==> config.mk <==
export PLATFORM = sky130hd
export DESIGN_NAME = mips_lite_top
export DESIGN_NICKNAME = d
export VERILOG_FILES = /design/src/verilog/mips_pkg.sv /design/src/verilog/decode_stage.sv /design/src/verilog/reg_file.sv /design/src/verilog/id_ex.sv /design/src/verilog/execute_stage.sv /design/src/verilog/mips_lite_top.sv
export SDC_FILE = /design/constraint.sdc
export NUM_CORES = 2
export LEC_CHECK = 0
export ABC_AREA = 1
export BUFFER_PORTS_ARGS = -buffer_cell sky130_fd_sc_hd__clkbuf_2
export CORE_ASPECT_RATIO = 0.9
export CORE_MARGIN = 5
export CORE_UTILIZATION = 50
export DETAILED_ROUTE_END_ITERATION = 10
export PLACE_DENSITY = 0.67
export SYNTH_ARGS = -nofsm -noshare
export SYNTH_HDL_FRONTEND = slang
export SYNTH_SLANG_ARGS = --single-unit
==> constraint.sdc <==
create_clock -name clk -period 11.3 [get_ports clk]
set_input_delay 2.26 -clock clk [delete_from_list [all_inputs] [get_ports clk]]
set_output_delay 2.26 -clock clk [all_outputs]
set_load 0.005 [all_outputs]
==> src/verilog/mips_pkg.sv <==
package mips_pkg;

  localparam int data_width     = 32;
  localparam int reg_addr_width = 5;

  typedef logic [data_width-1:0]     data_t;
  typedef logic [reg_addr_width-1:0] reg_addr_t;
  typedef logic [31:0]               instr_t;
  typedef logic [5:0]                opcode_t;
  typedef logic [5:0]                funct_t;
  typedef logic [1:0]                alu_src_a_t;
  typedef logic [2:0]                alu_op_t;

  // Instruction field positions (lsb of each field)
  localparam int op_lsb    = 26;
  localparam int rs_lsb    = 21;
  localparam int rt_lsb    = 16;
  localparam int rd_lsb    = 11;
  localparam int shamt_lsb = 6;
  localparam int funct_lsb = 0;
  localparam int imm_width = 16;

  localparam opcode_t op_rtype = 6'h00;
  localparam opcode_t op_addi  = 6'h08;
  localparam opcode_t op_andi  = 6'h0c;
  localparam opcode_t op_ori   = 6'h0d;
  localparam opcode_t op_lui   = 6'h0f;

  localparam funct_t fn_sll = 6'h00;
  localparam funct_t fn_srl = 6'h02;
  localparam funct_t fn_add = 6'h20;
  localparam funct_t fn_sub = 6'h22;
  localparam funct_t fn_and = 6'h24;
  localparam funct_t fn_or  = 6'h25;
  localparam funct_t fn_slt = 6'h2a;

  localparam alu_src_a_t src_a_reg   = 2'b00; // Forwarded rs
  localparam alu_src_a_t src_a_shamt = 2'b01;
  localparam alu_src_a_t src_a_zero  = 2'b10;

  localparam logic src_b_reg  = 1'b0;
  localparam logic src_b_imm  = 1'b1;
  localparam logic reg_dst_rt = 1'b0;
  localparam logic reg_dst_rd = 1'b1;

  // ALU operations
  localparam alu_op_t alu_add = 3'd0;
  localparam alu_op_t alu_sub = 3'd1;
  localparam alu_op_t alu_and = 3'd2;
  localparam alu_op_t alu_or  = 3'd3;
  localparam alu_op_t alu_slt = 3'd4;
  localparam alu_op_t alu_sll = 3'd5;
  localparam alu_op_t alu_srl = 3'd6;

endpackage

==> src/verilog/decode_stage.sv <==
`timescale 1ns/1ps

module decode_stage (
  input  logic                 clk,
  input  logic                 rst_n,
  input  logic                 instr_valid,
  input  mips_pkg::instr_t     instr,
  input  mips_pkg::data_t      read_data_1,
  input  mips_pkg::data_t      read_data_2,
  output mips_pkg::reg_addr_t  rs_addr,
  output mips_pkg::reg_addr_t  rt_addr,
  output mips_pkg::reg_addr_t  rs,
  output mips_pkg::reg_addr_t  rt,
  output mips_pkg::reg_addr_t  rd,
  output mips_pkg::data_t      read_data_1_out,
  output mips_pkg::data_t      read_data_2_out,
  output mips_pkg::data_t      sign_extended_imm,
  output mips_pkg::data_t      shamt,
  output mips_pkg::opcode_t    opcode,
  output mips_pkg::funct_t     funct,
  output mips_pkg::alu_src_a_t alu_src_a,
  output logic                 alu_src_b,
  output logic                 reg_dst,
  output logic                 reg_write
);

  logic                            valid_q;
  mips_pkg::instr_t                instr_q;
  logic [mips_pkg::imm_width-1:0]  imm;
  logic                            supported;
  mips_pkg::reg_addr_t             dest;

  always_ff @(posedge clk) begin
    if (!rst_n) begin
      valid_q <= 1'b0;
    end else begin
      valid_q <= instr_valid;
    end
  end

  always_ff @(posedge clk) begin
    instr_q <= instr;
  end

  // Field split
  assign opcode  = instr_q[mips_pkg::op_lsb +: $bits(mips_pkg::opcode_t)];
  assign funct   = instr_q[mips_pkg::funct_lsb +: $bits(mips_pkg::funct_t)];
  assign rs      = instr_q[mips_pkg::rs_lsb +: mips_pkg::reg_addr_width];
  assign rt      = instr_q[mips_pkg::rt_lsb +: mips_pkg::reg_addr_width];
  assign rd      = instr_q[mips_pkg::rd_lsb +: mips_pkg::reg_addr_width];
  assign imm     = instr_q[mips_pkg::imm_width-1:0];
  assign shamt   = {27'b0, instr_q[mips_pkg::shamt_lsb +: 5]};
  assign rs_addr = rs;
  assign rt_addr = rt;

  assign read_data_1_out = read_data_1;
  assign read_data_2_out = read_data_2;

  // Main control
  always_comb begin
    supported         = 1'b1;
    alu_src_a         = mips_pkg::src_a_reg;
    alu_src_b         = mips_pkg::src_b_reg;
    reg_dst           = mips_pkg::reg_dst_rt;
    sign_extended_imm = {{16{imm[15]}}, imm};
    case (opcode)
      mips_pkg::op_rtype: begin
        reg_dst = mips_pkg::reg_dst_rd;
        case (funct)
          mips_pkg::fn_add, mips_pkg::fn_sub, mips_pkg::fn_and,
          mips_pkg::fn_or, mips_pkg::fn_slt: supported = 1'b1;
          mips_pkg::fn_sll, mips_pkg::fn_srl: alu_src_a = mips_pkg::src_a_shamt;
          default: supported = 1'b0;
        endcase
      end
      mips_pkg::op_addi: alu_src_b = mips_pkg::src_b_imm;
      mips_pkg::op_andi, mips_pkg::op_ori: begin
        alu_src_b         = mips_pkg::src_b_imm;
        sign_extended_imm = {16'b0, imm}; // Logic ops zero-extend
      end
      mips_pkg::op_lui: begin
        alu_src_a         = mips_pkg::src_a_zero; // 0 + upper immediate
        alu_src_b         = mips_pkg::src_b_imm;
        sign_extended_imm = {imm, 16'b0};
      end
      default: supported = 1'b0;
    endcase
  end

  assign dest      = (reg_dst == mips_pkg::reg_dst_rd) ? rd : rt;
  // Bubbles, unknown encodings and r0 targets never write
  assign reg_write = valid_q && supported && (dest != '0);

  a_no_write_on_bubble: assert property (@(posedge clk) disable iff (!rst_n)
    !instr_valid |=> !reg_write);

endmodule

==> src/verilog/reg_file.sv <==
`timescale 1ns/1ps

module reg_file (
  input  logic                clk,
  input  logic                rst_n,
  input  mips_pkg::reg_addr_t rs_addr,
  input  mips_pkg::reg_addr_t rt_addr,
  input  mips_pkg::reg_addr_t wr_addr,
  input  logic                wr_en,
  input  mips_pkg::data_t     wr_data,
  output mips_pkg::data_t     read_data_1,
  output mips_pkg::data_t     read_data_2
);

  mips_pkg::data_t regs [32];

  always_ff @(posedge clk) begin
    if (!rst_n) begin
      for (int i = 0; i < 32; i++) begin
        regs[i] <= '0;
      end
    end else if (wr_en && wr_addr != '0) begin
      regs[wr_addr] <= wr_data;
    end
  end

  // Same-cycle write is bypassed to the readers
  always_comb begin
    if (rs_addr == '0) begin
      read_data_1 = '0;
    end else if (wr_en && wr_addr == rs_addr) begin
      read_data_1 = wr_data;
    end else begin
      read_data_1 = regs[rs_addr];
    end
    if (rt_addr == '0) begin
      read_data_2 = '0;
    end else if (wr_en && wr_addr == rt_addr) begin
      read_data_2 = wr_data;
    end else begin
      read_data_2 = regs[rt_addr];
    end
  end

  // Decode already drops r0 destinations
  a_no_r0_write: assert property (@(posedge clk) disable iff (!rst_n)
    wr_en |-> wr_addr != '0);

endmodule

==> src/verilog/id_ex.sv <==
`timescale 1ns/1ps

module id_ex (
  input  logic                 clk,
  input  logic                 rst_n,
  input  logic                 flush,           // Squash the instruction entering EX
  input  mips_pkg::reg_addr_t  rs_in,
  input  mips_pkg::reg_addr_t  rt_in,
  input  mips_pkg::reg_addr_t  rd_in,
  input  mips_pkg::data_t      read_data_1_in,
  input  mips_pkg::data_t      read_data_2_in,
  input  mips_pkg::data_t      sign_extended_imm_in,
  input  mips_pkg::data_t      shamt_in,
  input  mips_pkg::opcode_t    opcode_in,
  input  mips_pkg::funct_t     funct_in,
  input  mips_pkg::alu_src_a_t alu_src_a_in,
  input  logic                 alu_src_b_in,
  input  logic                 reg_dst_in,
  input  logic                 reg_write_in,
  output mips_pkg::reg_addr_t  rs_out,
  output mips_pkg::reg_addr_t  rt_out,
  output mips_pkg::reg_addr_t  rd_out,
  output mips_pkg::data_t      read_data_1_out,
  output mips_pkg::data_t      read_data_2_out,
  output mips_pkg::data_t      sign_extended_imm_out,
  output mips_pkg::data_t      shamt_out,
  output mips_pkg::opcode_t    opcode_out,
  output mips_pkg::funct_t     funct_out,
  output mips_pkg::alu_src_a_t alu_src_a_out,
  output logic                 alu_src_b_out,
  output logic                 reg_dst_out,
  output logic                 reg_write_out
);

  always_ff @(posedge clk) begin
    if (!rst_n || flush) begin
      // Load a NOP
      rs_out                <= '0;
      rt_out                <= '0;
      rd_out                <= '0;
      read_data_1_out       <= '0;
      read_data_2_out       <= '0;
      sign_extended_imm_out <= '0;
      shamt_out             <= '0;
      opcode_out            <= '0;
      funct_out             <= '0;
      alu_src_a_out         <= mips_pkg::src_a_reg;
      alu_src_b_out         <= mips_pkg::src_b_reg;
      reg_dst_out           <= mips_pkg::reg_dst_rt;
      reg_write_out         <= 1'b0;
    end else begin
      rs_out                <= rs_in;
      rt_out                <= rt_in;
      rd_out                <= rd_in;
      read_data_1_out       <= read_data_1_in;
      read_data_2_out       <= read_data_2_in;
      sign_extended_imm_out <= sign_extended_imm_in;
      shamt_out             <= shamt_in;
      opcode_out            <= opcode_in;
      funct_out             <= funct_in;
      alu_src_a_out         <= alu_src_a_in;
      alu_src_b_out         <= alu_src_b_in;
      reg_dst_out           <= reg_dst_in;
      reg_write_out         <= reg_write_in;
    end
  end

  a_flush_bubble: assert property (@(posedge clk) flush |=> !reg_write_out);

endmodule

==> src/verilog/execute_stage.sv <==
`timescale 1ns/1ps

module execute_stage (
  input  logic                 clk,
  input  logic                 rst_n,
  input  mips_pkg::reg_addr_t  rs,
  input  mips_pkg::reg_addr_t  rt,
  input  mips_pkg::reg_addr_t  rd,
  input  mips_pkg::data_t      read_data_1,
  input  mips_pkg::data_t      read_data_2,
  input  mips_pkg::data_t      sign_extended_imm,
  input  mips_pkg::data_t      shamt,
  input  mips_pkg::opcode_t    opcode,
  input  mips_pkg::funct_t     funct,
  input  mips_pkg::alu_src_a_t alu_src_a,
  input  logic                 alu_src_b,
  input  logic                 reg_dst,
  input  logic                 reg_write,
  output logic                 wb_valid,
  output mips_pkg::reg_addr_t  wb_reg,
  output mips_pkg::data_t      wb_data
);

  mips_pkg::data_t     fwd_a;
  mips_pkg::data_t     fwd_b;
  mips_pkg::data_t     op_a;
  mips_pkg::data_t     op_b;
  mips_pkg::data_t     result;
  mips_pkg::alu_op_t   alu_op;
  mips_pkg::reg_addr_t dest;

  // Distance-one forwarding from the EX/WB latch
  assign fwd_a = (wb_valid && wb_reg != '0 && wb_reg == rs) ? wb_data : read_data_1;
  assign fwd_b = (wb_valid && wb_reg != '0 && wb_reg == rt) ? wb_data : read_data_2;

  always_comb begin
    case (alu_src_a)
      mips_pkg::src_a_reg:   op_a = fwd_a;
      mips_pkg::src_a_shamt: op_a = shamt;
      default:               op_a = '0;
    endcase
  end

  assign op_b = (alu_src_b == mips_pkg::src_b_imm) ? sign_extended_imm : fwd_b;

  // ALU control
  always_comb begin
    alu_op = mips_pkg::alu_add;
    case (opcode)
      mips_pkg::op_rtype: begin
        case (funct)
          mips_pkg::fn_sub: alu_op = mips_pkg::alu_sub;
          mips_pkg::fn_and: alu_op = mips_pkg::alu_and;
          mips_pkg::fn_or:  alu_op = mips_pkg::alu_or;
          mips_pkg::fn_slt: alu_op = mips_pkg::alu_slt;
          mips_pkg::fn_sll: alu_op = mips_pkg::alu_sll;
          mips_pkg::fn_srl: alu_op = mips_pkg::alu_srl;
          default:          alu_op = mips_pkg::alu_add;
        endcase
      end
      mips_pkg::op_andi: alu_op = mips_pkg::alu_and;
      mips_pkg::op_ori:  alu_op = mips_pkg::alu_or;
      default:           alu_op = mips_pkg::alu_add; // ADDI and LUI
    endcase
  end

  always_comb begin
    case (alu_op)
      mips_pkg::alu_sub: result = op_a - op_b;
      mips_pkg::alu_and: result = op_a & op_b;
      mips_pkg::alu_or:  result = op_a | op_b;
      mips_pkg::alu_slt: result = {31'b0, $signed(op_a) < $signed(op_b)};
      mips_pkg::alu_sll: result = op_b << op_a[4:0]; // rt shifted by shamt
      mips_pkg::alu_srl: result = op_b >> op_a[4:0];
      default:           result = op_a + op_b;
    endcase
  end

  assign dest = (reg_dst == mips_pkg::reg_dst_rd) ? rd : rt;

  // EX/WB latch
  always_ff @(posedge clk) begin
    if (!rst_n) begin
      wb_valid <= 1'b0;
    end else begin
      wb_valid <= reg_write;
    end
  end

  always_ff @(posedge clk) begin
    wb_reg  <= dest;
    wb_data <= result;
  end

  a_wb_not_r0: assert property (@(posedge clk) disable iff (!rst_n)
    wb_valid |-> wb_reg != '0);

endmodule

==> src/verilog/mips_lite_top.sv <==
`timescale 1ns/1ps

module mips_lite_top (
  input  logic                clk,
  input  logic                rst_n,
  input  logic                instr_valid,
  input  mips_pkg::instr_t    instr,
  input  logic                flush,
  output logic                wb_valid,
  output mips_pkg::reg_addr_t wb_reg,
  output mips_pkg::data_t     wb_data
);

  // Decode side
  mips_pkg::reg_addr_t  rs_addr, rt_addr;
  mips_pkg::data_t      rf_data_1, rf_data_2;
  mips_pkg::reg_addr_t  id_rs, id_rt, id_rd;
  mips_pkg::data_t      id_data_1, id_data_2, id_imm, id_shamt;
  mips_pkg::opcode_t    id_opcode;
  mips_pkg::funct_t     id_funct;
  mips_pkg::alu_src_a_t id_alu_src_a;
  logic                 id_alu_src_b, id_reg_dst, id_reg_write;

  // Execute side
  mips_pkg::reg_addr_t  ex_rs, ex_rt, ex_rd;
  mips_pkg::data_t      ex_data_1, ex_data_2, ex_imm, ex_shamt;
  mips_pkg::opcode_t    ex_opcode;
  mips_pkg::funct_t     ex_funct;
  mips_pkg::alu_src_a_t ex_alu_src_a;
  logic                 ex_alu_src_b, ex_reg_dst, ex_reg_write;

  decode_stage u_decode (
    .clk(clk), .rst_n(rst_n), .instr_valid(instr_valid), .instr(instr),
    .read_data_1(rf_data_1), .read_data_2(rf_data_2),
    .rs_addr(rs_addr), .rt_addr(rt_addr), .rs(id_rs), .rt(id_rt), .rd(id_rd),
    .read_data_1_out(id_data_1), .read_data_2_out(id_data_2),
    .sign_extended_imm(id_imm), .shamt(id_shamt), .opcode(id_opcode), .funct(id_funct),
    .alu_src_a(id_alu_src_a), .alu_src_b(id_alu_src_b), .reg_dst(id_reg_dst),
    .reg_write(id_reg_write)
  );

  reg_file u_reg_file (
    .clk(clk), .rst_n(rst_n), .rs_addr(rs_addr), .rt_addr(rt_addr),
    .wr_addr(wb_reg), .wr_en(wb_valid), .wr_data(wb_data), // Writeback port
    .read_data_1(rf_data_1), .read_data_2(rf_data_2)
  );

  id_ex u_id_ex (
    .clk(clk), .rst_n(rst_n), .flush(flush),
    .rs_in(id_rs), .rt_in(id_rt), .rd_in(id_rd),
    .read_data_1_in(id_data_1), .read_data_2_in(id_data_2),
    .sign_extended_imm_in(id_imm), .shamt_in(id_shamt),
    .opcode_in(id_opcode), .funct_in(id_funct), .alu_src_a_in(id_alu_src_a),
    .alu_src_b_in(id_alu_src_b), .reg_dst_in(id_reg_dst), .reg_write_in(id_reg_write),
    .rs_out(ex_rs), .rt_out(ex_rt), .rd_out(ex_rd),
    .read_data_1_out(ex_data_1), .read_data_2_out(ex_data_2),
    .sign_extended_imm_out(ex_imm), .shamt_out(ex_shamt),
    .opcode_out(ex_opcode), .funct_out(ex_funct), .alu_src_a_out(ex_alu_src_a),
    .alu_src_b_out(ex_alu_src_b), .reg_dst_out(ex_reg_dst), .reg_write_out(ex_reg_write)
  );

  execute_stage u_execute (
    .clk(clk), .rst_n(rst_n), .rs(ex_rs), .rt(ex_rt), .rd(ex_rd),
    .read_data_1(ex_data_1), .read_data_2(ex_data_2),
    .sign_extended_imm(ex_imm), .shamt(ex_shamt), .opcode(ex_opcode), .funct(ex_funct),
    .alu_src_a(ex_alu_src_a), .alu_src_b(ex_alu_src_b), .reg_dst(ex_reg_dst),
    .reg_write(ex_reg_write),
    .wb_valid(wb_valid), .wb_reg(wb_reg), .wb_data(wb_data)
  );

endmodule

* After elaboration in Yosys (flattened, before gate mapping)
Memory sizes are Yosys's and may differ from the RTL's. A register that Yosys moved wholly into a read port is not among the register bits.
Index checks and enable logic that the tools add are counted.
** Word-level totals
- Bits of input ports :: 36
- Flip-flop bits (word level) :: 167
- Output and inout port bits :: 38
- Logic and storage cells :: 97
- Memories kept :: 1
- Memory bits (writable) :: 1024
** Operators by class
- Magnitude comparators :: 1
- $add $sub $neg :: 2
- Eq/ne operators :: 26
- Shifts and indexed selects :: 2
- Mux-type cells :: 23
- Reduce and logical (&&, ||, !) cells :: 23
- Bitwise operators :: 2
** Memory list
- u_reg_file.regs :: words 32, bits a word 32, read ports 2, clocked after memory_dff 2, wr ports 32, line reg_file.sv:15 : mips_pkg::data_t regs [32];
** Operators by type and width (count)
- case mux 32 bit (6 select lines) :: 1
- 2-to-1 mux 32 bit :: 4
- case mux 32 bit (2 select lines) :: 2
- == test 6 bit (second input constant) :: 9
- == test 6 x 4 -> 1 bit (second input constant) :: 6
- adder 32 bit :: 1
- bitwise AND 32 bit :: 1
- < comparator 32 bit :: 1
- bitwise OR 32 bit :: 1
- OR reduction 32 bit :: 1
- << shifter 32 x 5 -> 32 bit :: 1
- >> shifter 32 x 5 -> 32 bit :: 1
- subtractor 32 bit :: 1
- logical NOT 6 bit :: 4
- case mux 3 bit (6 select lines) :: 1
- 2-to-1 mux 5 bit :: 3
- == test 6 x 2 -> 1 bit (second input constant) :: 2
- == test 5 bit :: 2
- logical NOT 5 bit :: 2
- nonzero test 5 bit :: 2
- == test 3 bit (second input constant) :: 3
- 2-to-1 mux 1 bit :: 9
- case mux 3 bit (3 select lines) :: 1
- OR reduction 2 bit :: 4
- 11 further kinds :: 16

* Longest topological paths before layout
- Word-level depth :: 7
- Gate-level depth with buffers :: 31
- Gate-level depth less buffers :: 29

* By module
Synthesis repeated with hierarchy kept, for this count alone.
** Unflattened totals
- Cell total of the unflattened synthesis :: 10218
- Area total of the unflattened synthesis :: 75747.6 µm²
** Modules (own cells, without submodules)
- reg_file :: times used 1, sequential area each 30749.5 µm², cells each 7424, area an instance 57998.1 µm²
- execute_stage :: times used 1, sequential area each 760.7 µm², cells each 2064, area an instance 11213.3 µm²
- id_ex :: times used 1, sequential area each 3203.1 µm², cells each 499, area an instance 4630.7 µm²
- decode_stage :: times used 1, sequential area each 660.6 µm², cells each 231, area an instance 1905.6 µm²

* Least setup slack after synthesis
No wires, ideal clock.
- Path type :: input to register
- From :: input rst_n
- To :: memory u_reg_file.regs[12][0] (netlist name) (enable)
- Cell stages on the path :: 9
- Data arrival time :: 4741 ps
- Required time :: 10822 ps
- Path buffers :: 3
- Setup slack :: 6081 ps
- Setup time :: 478 ps
- Path through :: clkbuf_1 > inv_1 > nor2_1 > clkbuf_1 > nand2_1 > inv_1 > nand2_1 > clkbuf_1 > nand2_1
** RTL lines
- start: declaration :: line mips_lite_top.sv:5 : input logic rst_n,
- end: declaration :: line reg_file.sv:15

* Worst setup path in the final report
- From :: register u_execute.wb_reg[2]
- To :: register u_execute.wb_data[21]
** Between the ends
- Word-level cells in the longest chain between the ends :: 7
- Elaborated cells between the ends (all ways) :: 17
- Those cells by class :: 2 x add/sub; 2 x eq/ne; 2 x shift; 5 x mux; 2 x bitwise; 4 x reduce/logical
** RTL lines
- start: declaration :: line execute_stage.sv:20 : output mips_pkg::reg_addr_t wb_reg,
- start signal: assignment :: line execute_stage.sv:91 : wb_reg <= dest;
- nonzero test 5 bit :: line execute_stage.sv:33, execute_stage.sv:34
- logical AND 1 bit :: line execute_stage.sv:33, execute_stage.sv:34
- logical AND 1 bit, on equally long branches :: line execute_stage.sv:33, execute_stage.sv:34
- 2-to-1 mux 32 bit, on equally long branches :: line execute_stage.sv:33, execute_stage.sv:34
- case mux 32 bit (2 select lines) / 2-to-1 mux 32 bit (equally long branches) :: line execute_stage.sv:37, execute_stage.sv:44
- adder 32 bit, or another cell as far along :: line execute_stage.sv:75 : default: result = op_a + op_b;
- case mux 32 bit (6 select lines) * :: line execute_stage.sv:68 : case (alu_op)
- named net u_execute.result[21] :: line execute_stage.sv:28 : mips_pkg::data_t result;
- end signal: assignment :: line execute_stage.sv:92 : wb_data <= result;
- end: declaration :: line execute_stage.sv:21 : output mips_pkg::data_t wb_data
The timed path passes the listed nets; every way through them passes the cells marked *.
A chain may end at the register's enable or synchronous reset.

==> flow_results.org <==
** Outcome
- Status :: finished, final reports clean

** Final layout
- Final cell area excluding filler cells :: 74,900 um^2
- The register with the most flip-flops in the layout has 1,024 of them.
- Layout cell share with drive strength beyond 1 :: 7.33%
- Final cell count without fillers :: 10,104
- Register with the most flip-flops :: u_reg_file.regs
- Nets :: 8,297
- P&R area growth vs syn :: 7.60%

** Place
- Placer's final routability congestion estimate :: 1.00
- The wire-length estimate of the detail-placed layout is 188,000 um.
- Placed cell area :: 70,400 um^2
- Input and output buffers added on the ports amount to 73.
- Including well taps, the total number of placed cells is 9,859.

** Die
- Core Area :: 138,000 um^2
- Floorplan die height :: 364 um
- The floorplan step set the die width to 403 um.
- The die covers 147,000 um^2.
- Once the floorplan was initialized, standard cells occupied 50.5% of the core.
- Row count :: 129
- I/O Pins :: 74

** Synth
- Cell area after synthesis :: 69,600 um^2
- Number of enable flip-flop cells after synthesis :: 1,024
- Post-synthesis area per instance :: 8.13 um^2
- FF+latch count, synth :: 1,228
- For this run, the leading register cell type out of synthesis is edfxtp_1.
- During synthesis, Yosys emitted a total of 0 warnings.
- The biggest area contributor in the post-synthesis netlist is edfxtp_1.
- Leading post-synthesis cells by instance count :: 1,838 x nor2_1, 1,429 x o21ai_0, 1,024 x edfxtp_1, 665 x nand2_1, 633 x clkbuf_1
- Share of async-settable or async-resettable flops after synthesis :: 0%
- The cell count after synthesis came out at 8,564.
- After synthesis, the netlist uses 63 different library cells.
- Area share of the largest cell type after synthesis :: 44.2%
- Leading cell types by total area after synthesis :: edfxtp_1 44%, o21ai_0 10%, nor2_1 9.9%
- Among all cell types in the netlist, the one instantiated most often is nor2_1.
- Sequential cells were found to cover 50.0% of the synthesized design area.

** CTS
- Count of cells resized by post-cts repair :: 0
- Maximum level of the CTS H-tree :: 4
- Insertion delay of the later-clocked pin in the worst-skew pair :: 0.80 ns
- Buffers added to address setup during post-CTS repair amount to 0.
- Counting along the longest clock path gives a buffer depth of 3.
- Clk pin slew, worst setup/hold paths :: 0.06 ns
- TritonCTS built the clock tree.
- For this design, the CTS-stage hold fixing added 0 buffers.
- Buffers inserted during clock tree synthesis total 135.
- CTS Root Cell :: clkbuf_16
- CTS sink cnt :: 1,228

** Detailed routing
- Once detail routing completed, the nets flagged for antenna violations numbered 0.
- After detailed routing, the total wire length is 290,000 um.
- Remaining DRCs :: 0
- In the final routed layout, each cell accounts on average for 28.7 um.
- For this block, the initial DRC count from the detailed router was 12,377.
- The first TritonRoute pass finished after 9 iterations.
- The routed layout has 66,881 vias.
- Vias/cell :: 6.62

** Global route
- Initial antenna violation count :: 3
- Global routing finished with a remaining overflow of 0.
- Global Route Usage Sum :: 38.1%
- Busiest grt layer :: met1
- Largest net degree at the start of global routing :: 181
- Wire length of the first global-routing pass :: 416,000 um
- For this run, global-route usage on met2 was measured as 53.6%.
- For met3 alone, demand over resource in global routing was 10.3%.
- Met1 track demand over resource :: 53.8%
- Vias in the first global route :: 59,929

** Run
- Maxcap violations :: 0

** Critical path
- Maximum single-stage delay on the critical path :: 0.77 ns
- The worst setup path is captured at a flip-flop.
- Cell type with the highest occurrence count on the critical path :: nand2_1
- Cell at the slowest stage of the critical path :: dfxtp_1
- Critical setup path kind :: reg -> reg
- Required time at the worst-slack endpoint :: 11.98 ns
- Crit path launch type :: flip-flop
- The number of cells on the worst reg-to-reg path is 29.
- Worst endpoint data arrival time :: 7.09 ns
- Along the worst path, the maximum fanout reaches 32.

** Power
- Max IR drop VDD :: 0.000144 V
- Power after layout :: 12,100 uW
- Dividing total power by cell area gives a power density of 161 nW/um^2.
- In this run the static leakage power is 0.0281 uW.

** Timing
- Share of the clock period used by the worst path after layout :: 56.7%
- In the final timing run, aggregate negative setup slack is 0 ns.
- For the pin with the worst max-slew slack, the measured transition is 1.35 ns.
- Setup violation total in the final timing report :: 0
- Hold_ws :: 0.416 ns
- The smallest clock period supported by the final layout is computed as 6.41 ns.
- Clock Skews :: 0.0430 ns
- Max-slew headroom :: 9.85%
- Setup repair after global routing left no endpoint under its margin.
- The final-report hold violation count came to 0.
- Based on the critical path, the design can be clocked at up to 156 MHz.
- Number of max-slew violations in the final report :: 0

** Hold path
- Type of the most critical hold path :: reg -> reg
- Count of cells along the worst hold path :: 2
[cell families after synthesis]
| family | share of synthesized area (%) |
|---|---|
| and+or+nand+nor | 19.5 |
| AOI/OAI and AO/OA | 20.6 |
| buffers and inverters | 7.62 |
| DFF | 50.0 |
| adders and majority gates | 1.80 |
| xor gates and xnor gates | 0.403 |
| muxes | 0.0647 |
| other | 0.00539 |
[cell type report]
class / instances / area [um^2]
clock buffer: 168 / 3640
fill: 12581 / 62900
timing repair buffer: 194 / 1310
antenna: 1 / 2.50
clock inverter: 76 / 816
multi-input combinational: 6022 / 29800
inverter: 581 / 2210
tap: 1834 / 2290
sequential: 1228 / 34900
[per-stage QoR]
| stage | setup slack [ns] | util, % |
|---|---|---|
| 2_1_floorplan | 6.08 | - |
| 3_3_place_gp | 4.42 | 51.1 |
| 3_5_place_dp | 4.50 | 51.1 |
| 4_1_cts | 5.27 | 54.3 |
| 5_1_grt | 4.65 | 54.3 |
| 6_report | 4.89 | 54.3 |
[power breakdown]
group	switching, uW	internal, uW
combinational	1760	462
sequential	223	5090
clock	1970	2560
total	3960	8120
[layer usage]
layer	up-vias	part of all wire, %
met5	-	0.021
met4	6	6.4
met3	887	14
met2	5424	41
met1	31711	38
li1	28853	-
[layout by cell type (no fill, tap or decap), types with 24 or more instances in the layout]
cell       instances
a21oi_1          567
clkbuf_2          73
inv_2             35
clkinv_1          27
edfxtp_1        1024
ha_1              97
buf_4            118
a211oi_1          72
xor2_1            28
inv_1            530
o22ai_1          113
or2_2             24
conb_1            32
nor3_1            67
nand3_1          581
dfxtp_1          194
nand2_2           76
clkbuf_16        138
o21ai_0         1429
nor2_1          1838
o221ai_1         131
nand2_1          618
nand4_1           37
o211ai_1         129
[worst paths after layout]
check,startpoint,to,slack (ns)
setup reg to reg,u_execute.wb_reg[2]$_DFF_P_,u_execute.wb_data[21]$_DFF_P_,4.89
setup / recovery,u_execute.wb_reg[2]$_DFF_P_,u_execute.wb_data[21]$_DFF_P_,4.89
hold reg to reg,u_id_ex.reg_write_out$_SDFF_PP0_,u_execute.wb_valid$_SDFF_PN0_,0.42
hold / removal,u_id_ex.reg_write_out$_SDFF_PP0_,u_execute.wb_valid$_SDFF_PN0_,0.42
[worst max-delay path: cells and delay by family, from the launching register on]
kind	cells	cell delay (ns)
buffers and inverters	9	2.13
AO/OA/AOI/OAI	5	1.19
flip-flops	1	0.77
AND/OR/NAND/NOR	14	1.75
adder cells (fa/ha/maj)	1	0.44
No activity file was read; power rests on OpenSTA's default activity.
